===== src/hw/gfx_pkg.sv =====
`default_nettype none

package gfx_pkg;

	localparam int SHADER_LANES = 4;
	localparam int FPINT_STAGES = 4;
	localparam int FLOAT_BIAS = 127;

	// One lane word, read either as a single float or as a signed integer.
	typedef union packed {
		struct packed {
			logic        sign;
			logic [7:0]  exponent;
			logic [22:0] mantissa;
		} f;
		logic signed [31:0] i;
	} word;

	typedef enum logic [1:0] {
		OP_ITOF,
		OP_FTOI,
		OP_FMIN,
		OP_FMAX
	} fpint_opcode;

	typedef struct packed {
		logic unpack_float;   // Stage 0.
		logic minmax_enable;  // Stage 1.
		logic minmax_max;
		logic norm_enable;    // Stage 2.
		logic shiftr_enable;
		logic encode_float;   // Stage 3.
	} fpint_op;

	localparam word CANON_NAN = 32'h7fc0_0000;

	localparam logic signed [31:0] INT_MAX_SAT = 32'sh7fff_ffff;
	localparam logic signed [31:0] INT_MIN_SAT = 32'sh8000_0000;

endpackage

`default_nettype wire


===== src/hw/gfx_fpint_ctrl_if.sv =====
`timescale 1ns/1ps
`default_nettype none

interface gfx_fpint_ctrl_if;

	logic unpack_float;   // Read by stage 0.
	logic minmax_enable;  // Read by stage 1.
	logic minmax_max;
	logic norm_enable;    // Read by stage 2.
	logic shiftr_enable;
	logic encode_float;   // Read by stage 3.

	modport ctrl (
		output unpack_float, minmax_enable, minmax_max,
		output norm_enable, shiftr_enable, encode_float
	);

	modport lane (
		input unpack_float, minmax_enable, minmax_max,
		input norm_enable, shiftr_enable, encode_float
	);

endinterface

`default_nettype wire


===== src/hw/gfx_fpint_norm.sv =====
`timescale 1ns/1ps
`default_nettype none

module gfx_fpint_norm (
	input  logic [31:0] mag,
	output logic [22:0] mant,
	output logic [4:0]  lz,
	output logic        zero
);

	logic [31:0] s16;
	logic [31:0] s8;
	logic [31:0] s4;
	logic [31:0] s2;
	logic [31:0] s1;

	// Binary search where each step both counts and shifts.
	always_comb begin
		lz[4] = ~|mag[31:16];
		s16 = lz[4] ? {mag[15:0], 16'd0} : mag;

		lz[3] = ~|s16[31:24];
		s8 = lz[3] ? {s16[23:0], 8'd0} : s16;

		lz[2] = ~|s8[31:28];
		s4 = lz[2] ? {s8[27:0], 4'd0} : s8;

		lz[1] = ~|s4[31:30];
		s2 = lz[1] ? {s4[29:0], 2'd0} : s4;

		lz[0] = ~s2[31];
		s1 = lz[0] ? {s2[30:0], 1'b0} : s2;
	end

	// Leading one at bit 31 is the hidden bit.
	assign mant = s1[30:8];  // Truncated.
	assign zero = ~s1[31];

endmodule

`default_nettype wire


===== src/hw/gfx_fpint_lane.sv =====
`timescale 1ns/1ps
`default_nettype none

module gfx_fpint_lane (
	input  logic           clk,
	gfx_fpint_ctrl_if.lane ctrl,
	input  gfx_pkg::word   a,
	input  gfx_pkg::word   b,
	output gfx_pkg::word   q
);

	// Stage 0.
	gfx_pkg::word s0_a;
	gfx_pkg::word s0_b;
	logic         s0_sign;
	logic [31:0]  s0_mag;
	logic [7:0]   s0_exp;

	// Stage 1.
	gfx_pkg::word s1_res;
	logic         s1_sign;
	logic [31:0]  s1_mag;
	logic [5:0]   s1_shift;
	logic         s1_sat;

	// Stage 2.
	logic         s2_sign;
	logic [7:0]   s2_exp;
	logic [22:0]  s2_mant;
	logic [31:0]  s2_int;
	logic         s2_sat;

	gfx_pkg::word pick;
	logic         a_nan;
	logic         b_nan;
	logic         a_below;

	logic [22:0]  norm_mant;
	logic [4:0]   norm_lz;
	logic         norm_zero;

	function automatic logic is_nan(gfx_pkg::word w);
		return (&w.f.exponent) && (|w.f.mantissa);
	endfunction

	// Maps float bits onto an unsigned key with the same ordering.
	function automatic logic [31:0] order_key(gfx_pkg::word w);
		return w.f.sign ? ~w.i : {1'b1, w.i[30:0]};
	endfunction

	always_ff @(posedge clk) begin
		s0_a <= a;
		s0_b <= b;
		s0_sign <= a.f.sign;
		s0_exp <= a.f.exponent;
		if (ctrl.unpack_float) begin
			// Left aligned with denormals flushed to zero.
			s0_mag <= (a.f.exponent != 8'd0) ? {1'b1, a.f.mantissa, 8'd0} : 32'd0;
		end else begin
			s0_mag <= a.i[31] ? -a.i : a.i;
		end
	end

	assign a_nan = is_nan(s0_a);
	assign b_nan = is_nan(s0_b);
	assign a_below = order_key(s0_a) < order_key(s0_b);

	always_comb begin
		if (a_nan && b_nan)
			pick = gfx_pkg::CANON_NAN;
		else if (a_nan)
			pick = s0_b;
		else if (b_nan)
			pick = s0_a;
		else if (a_below ^ ctrl.minmax_max)
			pick = s0_a;
		else
			pick = s0_b;
	end

	always_ff @(posedge clk) begin
		s1_sign <= s0_sign;
		s1_mag <= s0_mag;
		s1_sat <= s0_exp >= 8'(gfx_pkg::FLOAT_BIAS + 31);
		if (s0_exp < 8'(gfx_pkg::FLOAT_BIAS))
			s1_shift <= 6'd32;  // Below one.
		else
			s1_shift <= 6'(gfx_pkg::FLOAT_BIAS + 31 - int'(s0_exp));
		if (ctrl.minmax_enable)
			s1_res <= pick;
	end

	gfx_fpint_norm norm (
		.mag  (s1_mag),
		.mant (norm_mant),
		.lz   (norm_lz),
		.zero (norm_zero)
	);

	always_ff @(posedge clk) begin
		if (ctrl.norm_enable) begin
			s2_sign <= s1_sign;
			s2_exp <= norm_zero ? 8'd0 : 8'(gfx_pkg::FLOAT_BIAS + 31 - int'(norm_lz));
			s2_mant <= norm_mant;
		end else if (ctrl.shiftr_enable) begin
			s2_sign <= s1_sign;
			s2_int <= s1_mag >> s1_shift;
			s2_sat <= s1_sat;  // Covers NaN and infinity too.
		end else begin
			s2_sign <= s1_res.f.sign;
			s2_exp <= s1_res.f.exponent;
			s2_mant <= s1_res.f.mantissa;
		end
	end

	always_ff @(posedge clk) begin
		if (ctrl.encode_float) begin
			q.f.sign <= s2_sign;
			q.f.exponent <= s2_exp;
			q.f.mantissa <= s2_mant;
		end else if (s2_sat) begin
			q.i <= s2_sign ? gfx_pkg::INT_MIN_SAT : gfx_pkg::INT_MAX_SAT;
		end else begin
			q.i <= s2_sign ? -s2_int : s2_int;
		end
	end

endmodule

`default_nettype wire


===== src/hw/gfx_fpint.sv =====
`timescale 1ns/1ps
`default_nettype none

module gfx_fpint #(
	parameter int lanes = gfx_pkg::SHADER_LANES
) (
	input  logic                clk,
	input  logic                rst_n,

	input  logic                in_valid,
	input  gfx_pkg::fpint_opcode opcode,
	input  gfx_pkg::word        a[lanes],
	input  gfx_pkg::word        b[lanes],

	output logic                out_valid,
	output gfx_pkg::word        q[lanes]
);

	gfx_pkg::fpint_op op;
	gfx_pkg::fpint_op stage_op[1:gfx_pkg::FPINT_STAGES-1];
	logic             stage_valid[1:gfx_pkg::FPINT_STAGES-1];

	gfx_fpint_ctrl_if ctrl_bus ();

	always_comb begin
		op = '0;
		case (opcode)
			gfx_pkg::OP_ITOF: begin
				op.norm_enable = 1'b1;
				op.encode_float = 1'b1;
			end
			gfx_pkg::OP_FTOI: begin
				op.unpack_float = 1'b1;
				op.shiftr_enable = 1'b1;
			end
			gfx_pkg::OP_FMIN: begin
				op.unpack_float = 1'b1;
				op.minmax_enable = 1'b1;
				op.encode_float = 1'b1;
			end
			gfx_pkg::OP_FMAX: begin
				op.unpack_float = 1'b1;
				op.minmax_enable = 1'b1;
				op.minmax_max = 1'b1;
				op.encode_float = 1'b1;
			end
			default: op = '0;
		endcase
	end

	// Each control bit comes from the stage that feeds its lane register.
	assign ctrl_bus.unpack_float = op.unpack_float;
	assign ctrl_bus.minmax_enable = stage_op[1].minmax_enable;
	assign ctrl_bus.minmax_max = stage_op[1].minmax_max;
	assign ctrl_bus.norm_enable = stage_op[2].norm_enable;
	assign ctrl_bus.shiftr_enable = stage_op[2].shiftr_enable;
	assign ctrl_bus.encode_float = stage_op[3].encode_float;

	always_ff @(posedge clk) begin
		stage_op[1] <= op;
		for (int i = 2; i < gfx_pkg::FPINT_STAGES; i++)
			stage_op[i] <= stage_op[i - 1];
	end

	always_ff @(posedge clk or negedge rst_n) begin
		if (!rst_n) begin
			for (int i = 1; i < gfx_pkg::FPINT_STAGES; i++)
				stage_valid[i] <= 1'b0;
			out_valid <= 1'b0;
		end else begin
			stage_valid[1] <= in_valid;
			for (int i = 2; i < gfx_pkg::FPINT_STAGES; i++)
				stage_valid[i] <= stage_valid[i - 1];
			out_valid <= stage_valid[gfx_pkg::FPINT_STAGES-1];  // Lines up with q.
		end
	end

	for (genvar ln = 0; ln < lanes; ln++) begin : lane_gen
		gfx_fpint_lane lane_unit (
			.clk  (clk),
			.ctrl (ctrl_bus.lane),
			.a    (a[ln]),
			.b    (b[ln]),
			.q    (q[ln])
		);
	end

endmodule

`default_nettype wire


===== config.mk =====
export PLATFORM = sky130hd
export DESIGN_NAME = gfx_fpint
export DESIGN_NICKNAME = d
export VERILOG_FILES = /design/src/hw/gfx_pkg.sv /design/src/hw/gfx_fpint_ctrl_if.sv /design/src/hw/gfx_fpint_norm.sv /design/src/hw/gfx_fpint_lane.sv /design/src/hw/gfx_fpint.sv
export SDC_FILE = /design/constraint.sdc
export NUM_CORES = 2
export LEC_CHECK = 0
export BUFFER_PORTS_ARGS = -buffer_cell sky130_fd_sc_hd__buf_2
export CORE_MARGIN = 5
export CORE_UTILIZATION = 45
export CTS_CLUSTER_DIAMETER = 200
export DETAILED_ROUTE_END_ITERATION = 7
export GPL_TIMING_DRIVEN = 1
export PLACE_DENSITY = 0.71
export SLEW_MARGIN = 20
export SYNTH_ARGS = -nofsm -noshare
export SYNTH_HDL_FRONTEND = slang
export SYNTH_SLANG_ARGS = --single-unit

===== constraint.sdc =====
create_clock -name clk -period 11.05 [get_ports clk]
set_input_delay 0.5525 -clock clk [delete_from_list [all_inputs] [get_ports clk]]
set_output_delay 0.5525 -clock clk [all_outputs]
set_load 0.005 [all_outputs]

==> flow_summary.yaml <==
timing:
  drv_slew: 0
  worst_slew_pin_slew_ns: 1.15
  finalSetupViolations: 0
  post-route-period-util_pct: 42.4
  hold_violations: 0
  rsz0062_at_grt: "no"
  holdWs_ns: 0.0858
  clock.fmax_mhz: 214
  period_minus_slack_ns: 4.68
  finClkSkew_ns: 0.0446
  slew_headroom_pct: 22.9
  setup_tns_ns: 0
die:
  initial_core_util_pct: 45.3
  fp.dieW_um: 360
  die_h_um: 360
  io_pins: 390
  die-area_sq_mm: 0.130
  rows: 128
  fp.coreArea_sq_mm: 0.122
critical_path:
  cp_cell_sequence: "xnor2_1 > ha_1 > a21o_1 > a21o_1 > a2111oi_0 > nor2_1 > o211ai_1 > nand3_1 > o21ai_0 > nand3_1 > a32o_1"
  cp.required_ns: 11.53
  startpoint: "lane_gen[0].lane_unit.s0_b[31]"
  crit_type: "reg2reg"
  cp.arrival_ns: 5.16
  crit_cells: 11
  start_kind: "register"
  r2r_end: "lane_gen[0].lane_unit.s1_res[17]"
  path_buf_inv: 0
  critPathCaptureType: "register"
  cp_slowest_stage_delay_ns: 0.96
  crit_family: "compound AO/OA/AOI/OAI gates"
  reg2reg_slack_ns: 6.37
  path_max_fanout: 33
  cp_slowest_cell: "dfxtp_2"
  reg2reg_depth: 11
  cp-endpoint: "lane_gen[0].lane_unit.s1_res[17]"
  reg2reg_from: "lane_gen[0].lane_unit.s0_b[31]"
layout:
  layout-drive-gt1-share_pct: 14.2
  design_area_sq_mm: 0.0645
  nets: 6580
  post-route-util_pct: 53.0
  area_delta_synth_final_pct: 17.0
  final_cells: 7902
status:
  status: "finished, final reports clean"
power_and_ir_drop:
  switching_power_w: 0.00316
  power.leakage_nw: 24.7
  ir_worst_vdd_uv: 145
  power_density_mw_per_mm2: 166
  swShare_pct: 29.6
  p_int_w: 0.00751
  pwr-share-clk_pct: 35.0
  pwr-share-comb_pct: 18.4
  seqPwrFrac_pct: 46.6
clock_network:
  worstSkewPairLatency_ns: 0.75
  cts_sinks: 1073
  cts_resized: 0
  postCtsSetupBuffers: 0
  cts.clk_slew.worst_paths_ns: 0.06
  cts_max_level: 3
  clk_path_buf_depth: 3
  root_buffer: "clkbuf_16"
  cts_tree: "yes"
  numCtsBuffers: 108
yosys:
  synthCells: 5729
  synth.area.top_cells: "dfxtp_1 25%, edfxtp_1 21%, o21ai_0 4.3%"
  syn_area_per_cell_sq_um: 9.62
  yosys_most_used_dff: "dfxtp_1"
  ys_seq_elements: 1073
  yosysTopAreaCell: "dfxtp_1"
  async_reset_ff_share_pct: 0.373
  synth_cell_type_count: 95
  mappedNetlistArea_sq_mm: 0.0551
  syn_nets: 6135
  synth-edff-count: 384
  synth_top_area_share_pct: 24.9
  yosysWarnings: 0
  ys_seq_area_share_pct: 46.0
min_path:
  hold_path.class: "in2reg"
place:
  portBuffers: 389
  hpwl_mm: 134
  dp.cells: 7435
  place_area_sq_mm: 0.0582
  place.gp.congestion: 0.970
global_route:
  grt_antenna_before_repair: 21
  grt_max_degree: 115
  grt_use_total_pct: 26.9
  grt_pass1_wl_mm: 274
  overflow: 0
  grt_pass1_vias: 44600
routing:
  dr.pass1.iters: 6
  drt_wl_total_mm: 183
  viasPerCell: 5.99
  vias: 47400
  wl_per_cell_um: 23.2
  drtIter0Drc: 5721
  postRouteAntennaNets: 0
  drc: 0
job:
  cap_violations: 0
[power by group through the flow]
stage | Combinational [W] | Clock (W) | Sequential (W)
finish | 0.00196 | 0.00374 | 0.00497
global route | 0.00214 | 0.00397 | 0.00500
CTS | 0.00192 | 0.00381 | 0.00496
detailed placement | 0.00184 | 0 | 0.00504
global placement | 0.00181 | 0 | 0.00503
floorplan | 0.00128 | 0 | 0.00482
[state kept, by name, summed over array words and instances, names as in the netlist, 9 cells and up]
register	flops
lane_gen.lane_unit.s1_res	128
lane_gen.lane_unit.q	128
lane_gen.lane_unit.s1_mag	128
lane_gen.lane_unit.s0_mag	128
lane_gen.lane_unit.s2_mant	92
lane_gen.lane_unit.s2_int	128
stage_op	9
lane_gen.lane_unit.s1_shift	24
lane_gen.lane_unit.s0_a	128
lane_gen.lane_unit.s2_exp	32
lane_gen.lane_unit.s0_b	128
[synthesized netlist by cell type (23+ instances only)]
library cell,instances
nor2b_1,64
nand4_1,50
nor3_1,96
a21oi_1,343
a22o_1,31
a21o_1,40
or3_1,84
a211oi_1,64
o22a_1,28
ha_1,145
buf_1,58
mux2i_1,173
nor2_1,491
nand2_1,602
and2_1,29
o41ai_1,26
nand3_1,78
o2bb2ai_1,28
a32o_1,48
a31oi_1,61
or4_1,57
o21ai_0,469
mux4_2,88
mux2_2,59
edfxtp_1,384
nand2b_1,24
xnor2_1,185
o221ai_1,62
dfxtp_1,685
xor2_1,224
a21bo_2,26
a22oi_1,23
o22ai_1,103
clkbuf_1,291
o31ai_1,42
nor4_1,78
inv_1,124
[cell families after synthesis]
group,after synthesis,share of synthesized area [%]
xor+xnor,409,6.50
flops,1073,46.0
fa+ha+maj,145,3.29
compound gates,1568,18.5
buf+inv,502,3.48
simple gates,1712,14.3
mux,320,7.94
[metrics by stage]
step	total power, W	setup WS, ns
floorplan	0.00611	3.01
global placement	0.00684	6.47
detailed placement	0.00687	6.36
CTS	0.0107	6.34
global route	0.0111	6.05
finish	0.0107	6.37
[layout make-up]
class                      count  area (sq um)
fill                       10700         57300
multi-input combinational   4154         27900
sequential                  1073         25400
timing repair buffer         700          4920
clock buffer                 143          3040
tap                         1625          2030
clock inverter                60           644
inverter                     137           520
antenna                       10          25.0
[layer usage]
metal  part of all wire (%)  GRT usage (%)  up-vias
met3                    8.6           5.04      418
met5                  0.022              0        -
li1                       -              -    21900
met2                     45           42.5     2439
met1                     42           37.0    22500
met4                    4.0           10.0        6
[cell usage in the layout, fill, tap and decap left out, types with 29 or more instances in the layout]
cell	synthesis	routed
dfxtp_1	685	674
nand2_1	602	601
nor2_1	491	491
o21ai_0	469	468
buf_2	13	389
edfxtp_1	384	384
a21oi_1	343	343
dlygate4sd3_1	0	254
xor2_1	224	224
xnor2_1	185	185
mux2i_1	173	172
ha_1	145	145
inv_1	124	122
clkbuf_16	0	113
o22ai_1	103	103
nor3_1	96	94
mux4_2	88	88
or3_1	84	84
nand3_1	78	78
nor4_1	78	77
nor2b_1	64	63
a211oi_1	64	63
o221ai_1	62	62
a31oi_1	61	61
mux2_2	59	59
or4_1	57	57
buf_4	1	57
nand4_1	50	50
a32o_1	48	48
o31ai_1	42	42
a21o_1	40	40
a22o_1	31	31
and2_1	29	29
[how the worst min path moves through the flow]
stage / from / end / slack [ns] / cells after the start
6_report: b[71] / lane_gen[1].lane_unit.s0_b[7] / 0.09 / 1
5_1_grt: b[74] / lane_gen[1].lane_unit.s0_b[10] / 0.02 / 1
4_1_cts: b[74] / lane_gen[1].lane_unit.s0_b[10] / 0.005 / 1
3_5_place_dp: stage_op[0][8] / stage_op[0][14] / 0.31 / 0
3_3_place_gp: stage_op[0][8] / stage_op[0][14] / 0.31 / 0
2_1_floorplan: rst_n / out_valid / 0.26 / 0
[repair_timing]
item / 4_1_cts / 5_1_grt
hold buffers: 254 / 0
setup endpoints to repair: 0 / 0
hold endpoints to repair: 257 / 0
No activity file was read; power rests on OpenSTA's default activity.
